$ cat config.mk
export PLATFORM = sky130hd
export DESIGN_NAME = evreq_req_gen
export DESIGN_NICKNAME = d
export VERILOG_FILES = /design/src/evreq_pkg.sv /design/src/evreq_cmd_gen.sv /design/src/evreq_req_gen.sv /design/src/evreq_status_track.sv /design/src/evreq_sync_fifo.sv
export SDC_FILE = /design/constraint.sdc
export NUM_CORES = 1
export LEC_CHECK = 0
export BUFFER_PORTS_ARGS = -buffer_cell sky130_fd_sc_hd__buf_4
export CAP_MARGIN = 20
export CORE_MARGIN = 2
export CORE_UTILIZATION = 45
export CTS_CLUSTER_DIAMETER = 40
export CTS_CLUSTER_SIZE = 20
export DETAILED_ROUTE_END_ITERATION = 10
export SYNTH_ARGS = -nofsm -noshare
export SYNTH_HDL_FRONTEND = slang
export SYNTH_SLANG_ARGS = --single-unit
$ cat constraint.sdc
create_clock -name memclk -period 4.4 [get_ports memclk]
set_clock_uncertainty 0.1 [all_clocks]
set_input_delay 0.44 -clock memclk [delete_from_list [all_inputs] [get_ports memclk]]
set_output_delay 0.44 -clock memclk [all_outputs]
set_load 0.005 [all_outputs]
$ cat src/evreq_pkg.sv
package evreq_pkg;

    ////////////////////
    // widths
    ////////////////////

    // payload identity, surf number in 2:0 and chunk number in 4:3
    typedef logic [4:0]  ident_t;
    // event address is memory address bits 31:19
    typedef logic [12:0] evt_addr_t;
    // kb offset of a transfer inside the event
    typedef logic [8:0]  kb_addr_t;
    // command fifo entry: final flag, event address, kb offset
    typedef logic [22:0] cmd_entry_t;
    typedef logic [71:0] dm_cmd_t;
    // status: bit 7 ok, 6:4 errors, bit 0 final
    typedef logic [7:0]  dm_stat_t;
    typedef logic [3:0]  err_flags_t;
    // completion: event address in 44:32, error data in 31:0
    typedef logic [63:0] cmpl_t;

    ////////////////////
    // address map
    ////////////////////

    // event data starts at this many 4 kB pages into the event
    localparam int BASE_ADDRESS_4KB = 4;
    localparam int CHUNK_SIZE_KB    = 4;
    // one surf spans all four of its chunks
    localparam int SURF_SIZE_KB     = 16;
    // bytes per data-mover transfer
    localparam int CHUNK_BTT        = 4096;
    localparam int LAST_SURF        = 6;
    localparam int LAST_CHUNK       = 3;
    // 7 surfs x 4 chunks per event
    localparam int NUM_XFERS        = 28;

    // buffering
    localparam int CMD_FIFO_DEPTH   = 32;
    localparam int DONE_FIFO_DEPTH  = 4;
    localparam int CMPL_FIFO_DEPTH  = 4;

    // request generator states
    typedef enum logic [2:0] {
        IDLE,
        LOAD_BASE,
        WAIT_LAST,
        INCR_ADDR,
        WAIT_NEXT_CHUNK
    } gen_state_t;

endpackage

$ cat src/evreq_cmd_gen.sv
module evreq_cmd_gen (
    input  logic                   memclk,
    input  logic                   memresetn,
    input  logic                   payload_valid_i,
    input  evreq_pkg::ident_t      payload_ident_i,
    input  logic                   payload_last_i,
    input  evreq_pkg::evt_addr_t   done_addr_i,
    input  logic                   done_valid_i,
    output logic                   payload_has_space_o,
    output evreq_pkg::cmd_entry_t  entry_o,
    output logic                   entry_wr_o,
    output logic                   final_wr_o
);

    import evreq_pkg::*;

    gen_state_t state_q;
    gen_state_t state_d;

    // kb offset of the transfer in progress
    kb_addr_t kb_addr_q;
    kb_addr_t chunk_start;
    kb_addr_t addend_a;
    kb_addr_t addend_b;

    logic [2:0] surf;
    logic [1:0] chunk;
    logic       last_surf;
    logic       final_cmd;
    logic       last_beat;

    assign surf  = payload_ident_i[2:0];
    assign chunk = payload_ident_i[4:3];

    // ident order is surf 0..6 of chunk 0, then chunk 1, ...
    assign last_surf = (surf == 3'(LAST_SURF));
    assign final_cmd = last_surf && (chunk == 2'(LAST_CHUNK));
    assign last_beat = payload_valid_i && payload_last_i;

    ////////////////////
    // address adder
    ////////////////////

    // base is in 4 kB pages, so x4 gives kB
    assign chunk_start = kb_addr_t'(BASE_ADDRESS_4KB * 4 + CHUNK_SIZE_KB * chunk);

    // one adder covers both the chunk load and the surf step
    assign addend_a = (state_q == LOAD_BASE) ? chunk_start : kb_addr_q;
    assign addend_b = (state_q == INCR_ADDR) ? kb_addr_t'(SURF_SIZE_KB) : '0;

    always_ff @(posedge memclk) begin
        if (state_q == LOAD_BASE || state_q == INCR_ADDR) begin
            kb_addr_q <= addend_a + addend_b;
        end
    end

    ////////////////////
    // control fsm
    ////////////////////

    always_comb begin
        state_d = state_q;
        case (state_q)
            // need both a chunk and somewhere to put it
            IDLE: begin
                if (payload_valid_i && done_valid_i) begin
                    state_d = LOAD_BASE;
                end
            end
            LOAD_BASE: begin
                state_d = WAIT_LAST;
            end
            WAIT_LAST: begin
                if (last_beat) begin
                    if (final_cmd) begin
                        state_d = IDLE;
                    end else if (last_surf) begin
                        // chunk done, next one starts from a fresh base
                        state_d = WAIT_NEXT_CHUNK;
                    end else begin
                        state_d = INCR_ADDR;
                    end
                end
            end
            INCR_ADDR: begin
                state_d = WAIT_LAST;
            end
            WAIT_NEXT_CHUNK: begin
                // address is still held from this event
                if (payload_valid_i) begin
                    state_d = LOAD_BASE;
                end
            end
            default: begin
                state_d = IDLE;
            end
        endcase
    end

    always_ff @(posedge memclk) begin
        if (!memresetn) begin
            state_q <= IDLE;
        end else begin
            state_q <= state_d;
        end
    end

    // one entry per surf chunk, written on its last beat
    assign entry_wr_o = (state_q == WAIT_LAST) && last_beat;
    assign final_wr_o = entry_wr_o && final_cmd;
    // done address is held by its source until the final write
    assign entry_o    = {final_cmd, done_addr_i, kb_addr_q};

    assign payload_has_space_o = (state_q == WAIT_NEXT_CHUNK) ||
                                 ((state_q == IDLE) && done_valid_i);

endmodule

$ cat src/evreq_req_gen.sv
module evreq_req_gen (
    input  logic                   memclk,
    input  logic                   memresetn,
    // payload framing
    input  logic                   payload_valid_i,
    input  evreq_pkg::ident_t      payload_ident_i,
    input  logic                   payload_last_i,
    output logic                   payload_has_space_o,
    // event addresses
    input  evreq_pkg::evt_addr_t   done_addr_i,
    input  logic                   done_valid_i,
    output logic                   done_ready_o,
    // data-mover command and status
    output evreq_pkg::dm_cmd_t     dm_cmd_o,
    output logic                   dm_cmd_valid_o,
    input  logic                   dm_cmd_ready_i,
    input  evreq_pkg::dm_stat_t    dm_stat_i,
    input  logic                   dm_stat_valid_i,
    // completions
    output evreq_pkg::cmpl_t       cmpl_o,
    output logic                   cmpl_valid_o,
    input  logic                   cmpl_ready_i,
    output evreq_pkg::err_flags_t  cmd_err_o
);

    import evreq_pkg::*;

    cmd_entry_t entry;
    cmd_entry_t cmd_head;
    logic       entry_wr;
    logic       final_wr;
    logic       cmd_rd;
    logic       cmd_ovf;

    evt_addr_t  done_head;
    logic       done_rd;
    logic       done_ovf;
    logic       done_unf;

    cmpl_t      cmpl_in;
    logic       cmpl_wr;
    logic       cmpl_rd;
    logic       cmpl_ovf;

    logic [31:0] dm_lower;
    logic [31:0] dm_addr;
    logic [7:0]  dm_tag_byte;

    evreq_cmd_gen u_cmd_gen (
        .memclk              (memclk),
        .memresetn           (memresetn),
        .payload_valid_i     (payload_valid_i),
        .payload_ident_i     (payload_ident_i),
        .payload_last_i      (payload_last_i),
        .done_addr_i         (done_addr_i),
        .done_valid_i        (done_valid_i),
        .payload_has_space_o (payload_has_space_o),
        .entry_o             (entry),
        .entry_wr_o          (entry_wr),
        .final_wr_o          (final_wr)
    );

    ////////////////////
    // command path
    ////////////////////

    evreq_sync_fifo #(
        .WIDTH ($bits(cmd_entry_t)),
        .DEPTH (CMD_FIFO_DEPTH)
    ) u_cmd_fifo (
        .memclk      (memclk),
        .memresetn   (memresetn),
        .din_i       (entry),
        .wr_en_i     (entry_wr),
        .rd_en_i     (cmd_rd),
        .dout_o      (cmd_head),
        .valid_o     (dm_cmd_valid_o),
        .overflow_o  (cmd_ovf),
        .underflow_o ()
    );

    assign cmd_rd = dm_cmd_valid_o && dm_cmd_ready_i;

    // lower word never changes: no realign, eof set, incrementing, fixed btt
    assign dm_lower    = {1'b0, 1'b1, 6'b000000, 1'b1, 23'(CHUNK_BTT)};
    // event address and kb offset, 1 kB aligned
    assign dm_addr     = {cmd_head[21:0], 10'b0};
    // tag marks the event's final transfer
    assign dm_tag_byte = {7'b0, cmd_head[22]};
    assign dm_cmd_o    = {dm_tag_byte, dm_addr, dm_lower};

    ////////////////////
    // done addresses
    ////////////////////

    // address is consumed when its last command goes in
    assign done_ready_o = final_wr;

    evreq_sync_fifo #(
        .WIDTH ($bits(evt_addr_t)),
        .DEPTH (DONE_FIFO_DEPTH)
    ) u_done_fifo (
        .memclk      (memclk),
        .memresetn   (memresetn),
        .din_i       (done_addr_i),
        .wr_en_i     (final_wr),
        .rd_en_i     (done_rd),
        .dout_o      (done_head),
        .valid_o     (),
        .overflow_o  (done_ovf),
        .underflow_o (done_unf)
    );

    ////////////////////
    // status and completions
    ////////////////////

    evreq_status_track u_status_track (
        .memclk          (memclk),
        .memresetn       (memresetn),
        .dm_stat_i       (dm_stat_i),
        .dm_stat_valid_i (dm_stat_valid_i),
        .done_head_i     (done_head),
        .done_rd_o       (done_rd),
        .cmpl_o          (cmpl_in),
        .cmpl_wr_o       (cmpl_wr),
        .cmd_ovf_i       (cmd_ovf),
        .done_ovf_i      (done_ovf),
        .cmpl_ovf_i      (cmpl_ovf),
        .done_unf_i      (done_unf),
        .cmd_err_o       (cmd_err_o)
    );

    evreq_sync_fifo #(
        .WIDTH ($bits(cmpl_t)),
        .DEPTH (CMPL_FIFO_DEPTH)
    ) u_cmpl_fifo (
        .memclk      (memclk),
        .memresetn   (memresetn),
        .din_i       (cmpl_in),
        .wr_en_i     (cmpl_wr),
        .rd_en_i     (cmpl_rd),
        .dout_o      (cmpl_o),
        .valid_o     (cmpl_valid_o),
        .overflow_o  (cmpl_ovf),
        .underflow_o ()
    );

    assign cmpl_rd = cmpl_valid_o && cmpl_ready_i;

endmodule

$ cat src/evreq_status_track.sv
module evreq_status_track (
    input  logic                   memclk,
    input  logic                   memresetn,
    input  evreq_pkg::dm_stat_t    dm_stat_i,
    input  logic                   dm_stat_valid_i,
    input  evreq_pkg::evt_addr_t   done_head_i,
    output logic                   done_rd_o,
    output evreq_pkg::cmpl_t       cmpl_o,
    output logic                   cmpl_wr_o,
    input  logic                   cmd_ovf_i,
    input  logic                   done_ovf_i,
    input  logic                   cmpl_ovf_i,
    input  logic                   done_unf_i,
    output evreq_pkg::err_flags_t  cmd_err_o
);

    import evreq_pkg::*;

    // status bits recast as errors, ok bit inverted
    err_flags_t cur_err;
    logic       err_any;
    logic       final_stat;
    logic       stat_beat;

    // sticky status errors for the event
    err_flags_t stat_err_q;
    // one bit per transfer, last one comes from the live status
    logic [NUM_XFERS-2:0] xfer_rec_q;
    logic [31:0]          err_data;

    // sticky fifo errors
    err_flags_t fifo_err_q;

    assign stat_beat  = dm_stat_valid_i;
    assign cur_err    = {!dm_stat_i[7], dm_stat_i[6:4]};
    assign err_any    = |cur_err;
    assign final_stat = dm_stat_i[0];

    ////////////////////
    // status folding
    ////////////////////

    always_ff @(posedge memclk) begin
        if (!memresetn) begin
            stat_err_q <= '0;
            xfer_rec_q <= '0;
        end else if (stat_beat) begin
            // flags restart with every event
            if (final_stat) begin
                stat_err_q <= '0;
            end else begin
                stat_err_q <= stat_err_q | cur_err;
            end
            // oldest transfer ends up at bit 0
            xfer_rec_q <= {err_any, xfer_rec_q[NUM_XFERS-2:1]};
        end
    end

    // final transfer at 31, record, then folded flags
    assign err_data = {err_any, xfer_rec_q, stat_err_q | cur_err};

    // completion goes out with the final status
    assign cmpl_wr_o = stat_beat && final_stat;
    assign done_rd_o = stat_beat && final_stat;
    // upper bits stay zero
    assign cmpl_o    = cmpl_t'({done_head_i, err_data});

    ////////////////////
    // fifo errors
    ////////////////////

    always_ff @(posedge memclk) begin
        if (!memresetn) begin
            fifo_err_q <= '0;
        end else begin
            // bit 0 command fifo full
            if (cmd_ovf_i) begin
                fifo_err_q[0] <= 1'b1;
            end
            // bit 1 done-address fifo full
            if (done_ovf_i) begin
                fifo_err_q[1] <= 1'b1;
            end
            // bit 2 completion fifo full
            if (cmpl_ovf_i) begin
                fifo_err_q[2] <= 1'b1;
            end
            // bit 3 final status with no event pending
            if (done_unf_i) begin
                fifo_err_q[3] <= 1'b1;
            end
        end
    end

    assign cmd_err_o = fifo_err_q;

endmodule

$ cat src/evreq_sync_fifo.sv
module evreq_sync_fifo #(
    parameter int WIDTH = 8,
    parameter int DEPTH = 4
) (
    input  logic             memclk,
    input  logic             memresetn,
    input  logic [WIDTH-1:0] din_i,
    input  logic             wr_en_i,
    input  logic             rd_en_i,
    output logic [WIDTH-1:0] dout_o,
    output logic             valid_o,
    output logic             overflow_o,
    output logic             underflow_o
);

    localparam int AW = $clog2(DEPTH);

    // storage behind the output register
    logic [WIDTH-1:0] mem [DEPTH];
    logic [AW-1:0]    wr_ptr_q;
    logic [AW-1:0]    rd_ptr_q;
    logic [AW:0]      mem_cnt_q;
    // head of the fifo, shown ahead of the read
    logic [WIDTH-1:0] dout_q;
    logic             valid_q;

    logic [AW:0] occupancy;
    logic        full;
    logic        pop;
    logic        load;
    logic        wr_ok;
    logic        bypass;
    logic        mem_wr;
    logic        mem_rd;

    // output register counts as one entry
    assign occupancy = mem_cnt_q + (AW+1)'(valid_q);
    assign full      = (occupancy == (AW+1)'(DEPTH));
    assign pop       = rd_en_i && valid_q;
    // head register is free, or being freed this cycle
    assign load      = !valid_q || pop;
    // full fifo drops the write
    assign wr_ok     = wr_en_i && !full;
    // empty storage: write goes straight to the head
    assign bypass    = wr_ok && load && (mem_cnt_q == '0);
    assign mem_wr    = wr_ok && !bypass;
    assign mem_rd    = load && (mem_cnt_q != '0);

    always_ff @(posedge memclk) begin
        if (mem_wr) begin
            mem[wr_ptr_q] <= din_i;
        end
        if (bypass) begin
            dout_q <= din_i;
        end else if (mem_rd) begin
            dout_q <= mem[rd_ptr_q];
        end
    end

    always_ff @(posedge memclk) begin
        if (!memresetn) begin
            wr_ptr_q  <= '0;
            rd_ptr_q  <= '0;
            mem_cnt_q <= '0;
            valid_q   <= 1'b0;
        end else begin
            if (mem_wr) begin
                wr_ptr_q <= wr_ptr_q + 1'b1;
            end
            if (mem_rd) begin
                rd_ptr_q <= rd_ptr_q + 1'b1;
            end
            if (mem_wr && !mem_rd) begin
                mem_cnt_q <= mem_cnt_q + 1'b1;
            end else if (mem_rd && !mem_wr) begin
                mem_cnt_q <= mem_cnt_q - 1'b1;
            end
            if (load) begin
                valid_q <= bypass || mem_rd;
            end
        end
    end

    assign dout_o      = dout_q;
    assign valid_o     = valid_q;
    // error pulses
    assign overflow_o  = wr_en_i && full;
    assign underflow_o = rd_en_i && !valid_q;

endmodule

==> impl_metrics.env <==
export IMPL_maxCapViolCount=0
export IMPL_numPortBuffers=104
export IMPL_ys_ff_latch=1070
export IMPL_track_usage_pct=18.4
export IMPL_fmax_ghz=0.274
export IMPL_fin_crit_sh_pct=83.0
export IMPL_n_fill_cell=7137
export IMPL_p_leak_uw=0.0159
export IMPL_die_width_um=309
export IMPL_cts_hold_buffers=9
export IMPL_rsz0062_at_grt="false"
export IMPL_num_rows=111
export IMPL_cts_htree_levels=4
export IMPL_io_pins=178
export IMPL_synth_top_area_share_pct=71.1
export IMPL_dr_total_vias=19400
export IMPL_synth_flop_cell="edfxtp_1"
export IMPL_ys_types=57
export IMPL_finalSetupTns_ns=0
export IMPL_synthCells=1976
export IMPL_postCtsSetupBuffers=0
export IMPL_synth_top_area_cell="edfxtp_1"
export IMPL_maxSlewHeadroom_pct=30.4
export IMPL_via_per_inst=5.43
export IMPL_crit_arrival_ns=3.97
export IMPL_clock_sinks=1070
export IMPL_drc=0
export IMPL_diodes=0
export IMPL_ys_async_sr_fraction_pct=0
export IMPL_tightest_slew_ns=1.04
export IMPL_hold_class="input port to flip-flop"
export IMPL_dieArea_mm2=0.0954
export IMPL_wl_um=86200
export IMPL_worstSkewPairLatency_ns=0.73
export IMPL_avgSynthCellArea_um2=21.2
export IMPL_core_area_mm2=0.0919
export IMPL_post_layout_total_power_uw=28800
export IMPL_drtIter0Drc=1694
export IMPL_final_common_cell="edfxtp_1"
export IMPL_utilization_pct=53.3
export IMPL_powerDensity_mw_per_mm2=588
export IMPL_cts_tree="done"
export IMPL_grt_overflow=0
export IMPL_clockRootBuffer="clkbuf_16"
export IMPL_grt_max_degree=74
export IMPL_ant_nets=0
export IMPL_period_needed_ns=3.65
export IMPL_dr_pass1_iters=5
export IMPL_peakVddDrop_mv=0.428
export IMPL_grt_pass1_vias=20000
export IMPL_ys_top_cells_by_area="edfxtp_1, mux4_2, dfxtp_1"
export IMPL_path_class="flip-flop to flip-flop"
export IMPL_slew_viol_final=0
export IMPL_critical_path_required_ns=4.72
export IMPL_nNetsFinal=2267
export IMPL_syn_to_final_growth_pct=17.1
export IMPL_antenna_found_initial=4
export IMPL_hold_viol_final=0
export IMPL_cts_path_max_buffers=3
export IMPL_dieHeight_um=309
export IMPL_yosysSeqAreaShare_pct=74.9
export IMPL_crit_fanout=14
export IMPL_dp_hpwl_um=49200
export IMPL_grt_pass1_wl_um=128000
export IMPL_final_cell_mix="edfxtp_1, mux4_2, buf_4"
export IMPL_status="complete, no violations"
export IMPL_gp_congestion=0.783
export IMPL_wire_per_inst_um=24.2
export IMPL_setup_violations=0
export IMPL_initial_utilization_pct=45.5
export IMPL_ys_warn_count=0
export IMPL_start_kind="flip-flop"
export IMPL_syn_area_mm2=0.0418
export IMPL_end_kind="flip-flop"
export IMPL_cts_buffers=135
export IMPL_synth_edf_count=990
export IMPL_clkTransAtPathRegs_ns=0.06
export IMPL_cts_resized_gates=0
export IMPL_layout_drive_gt1_share_pct=33.2
-- registers in the layout, indices dropped and copies added, names as in the netlist, 6 cells and up, named ones only --
name                       count
u_done_fifo.mem               52
u_cmpl_fifo.mem              180
u_cmd_fifo.dout_o             21
u_status_track.xfer_rec_q     27
u_cmd_fifo.mem               672
u_cmd_fifo.mem_cnt_q           6
u_cmpl_fifo.dout_o            45
u_cmd_gen.kb_addr_q            7
u_done_fifo.dout_o            13
-- worst paths after layout --
path                                              startpoint                            to  slack (ns)  cells past startpoint
worst min-delay path                          done_addr_i[8]        u_cmd_fifo.mem[12][17]        0.07                      1
worst max-delay path                 u_cmd_fifo.mem_cnt_q[0]         u_cmd_fifo.mem[2][19]        0.75                     10
worst min register to register  u_status_track.stat_err_q[3]  u_status_track.stat_err_q[3]        0.36                      2
worst max register to register       u_cmd_fifo.mem_cnt_q[0]         u_cmd_fifo.mem[2][19]        0.75                     10
-- power by group --
| part | leakage [µW] | internal, µW | total [µW] | switching [µW] |
|---|---|---|---|---|
| registers | 0.00971 | 12000 | 12600 | 601 |
| clock network | 0.00224 | 6730 | 11000 | 4310 |
| logic | 0.00397 | 2700 | 5140 | 2440 |
-- cell usage after synthesis (3+ instances only) --
| library cell | number |
|---|---|
| edfxtp_1 | 990 |
| mux4_2 | 268 |
| dfxtp_1 | 80 |
| buf_4 | 70 |
| mux2i_1 | 55 |
| nor2_1 | 54 |
| mux2_2 | 48 |
| clkbuf_1 | 43 |
| nand2_1 | 41 |
| nor2b_1 | 38 |
| and2_1 | 31 |
| ha_1 | 23 |
| o21ai_1 | 23 |
| buf_2 | 22 |
| xnor2_1 | 18 |
| a21oi_1 | 17 |
| buf_6 | 14 |
| inv_1 | 14 |
| buf_1 | 12 |
| nand3_1 | 11 |
| mux2_1 | 10 |
| nand2b_1 | 8 |
| nor3_1 | 8 |
| o21ai_0 | 7 |
| xor2_1 | 7 |
| or3_1 | 6 |
| and3_1 | 5 |
| o21a_1 | 5 |
| or2_2 | 5 |
| a21boi_0 | 3 |
| a21boi_1 | 3 |
| fa_1 | 3 |
| nand4_1 | 3 |
| nor4_1 | 3 |
-- cells by family (layout without fill, tap and decap cells) --
family	after synthesis	count (layout)	synth area share [%]
mux	381	381	17.3
buf+inv	175	449	2.52
fa+ha+maj	27	27	0.856
other cells	2	70	0.0180
compound gates	71	71	1.06
flops	1070	1070	74.9
simple gates	225	225	2.81
xor+xnor	25	25	0.524
-- per-layer routing --
metal | GRT usage (%) | routed length, µm | part of all wire, % | vias to the layer above
met5 | 0 | 13 | 0.015 | -
met4 | 6.58 | 2200 | 2.6 | 2
met3 | 4.07 | 5710 | 6.6 | 148
met2 | 29.9 | 42300 | 49 | 635
met1 | 24.8 | 36000 | 42 | 10100
li1 | - | - | - | 8416
-- stage by stage --
step	area (µm²)	cells	hold WS, ns	setup WS (ns)
after floorplan	42100	2044	0.328	1.06
after global placement	44200	3296	0.343	0.862
after detailed placement	44200	3296	0.354	0.758
after CTS	48800	3553	0.0264	0.754
after global routing	49000	3561	0.0629	0.471
final	49000	3561	0.0741	0.747
-- worst max-delay path: stages (launching register included) --
cell	delay, ns
dfxtp_1	0.37
ha_1	0.24
ha_1	0.19
and2_1	0.15
o211ai_1	0.33
o21ai_1	0.13
buf_4	0.20
nor2_1	0.33
nand2_1	0.42
nor2_2	0.65
buf_12	0.24
-- final cells by class --
cell class	count	area (µm²)	share of cell area, %
Sequential cell	1070	31300	64.0
Clock buffer	160	3610	7.37
Inverter	14	52.6	0.107
Multi-Input combinational cell	799	9800	20.0
Timing Repair Buffer	187	1650	3.37
Tap cell	1243	1560	3.18
Clock inverter	88	972	1.98
Note: power is estimated with default switching activity, not from simulation.
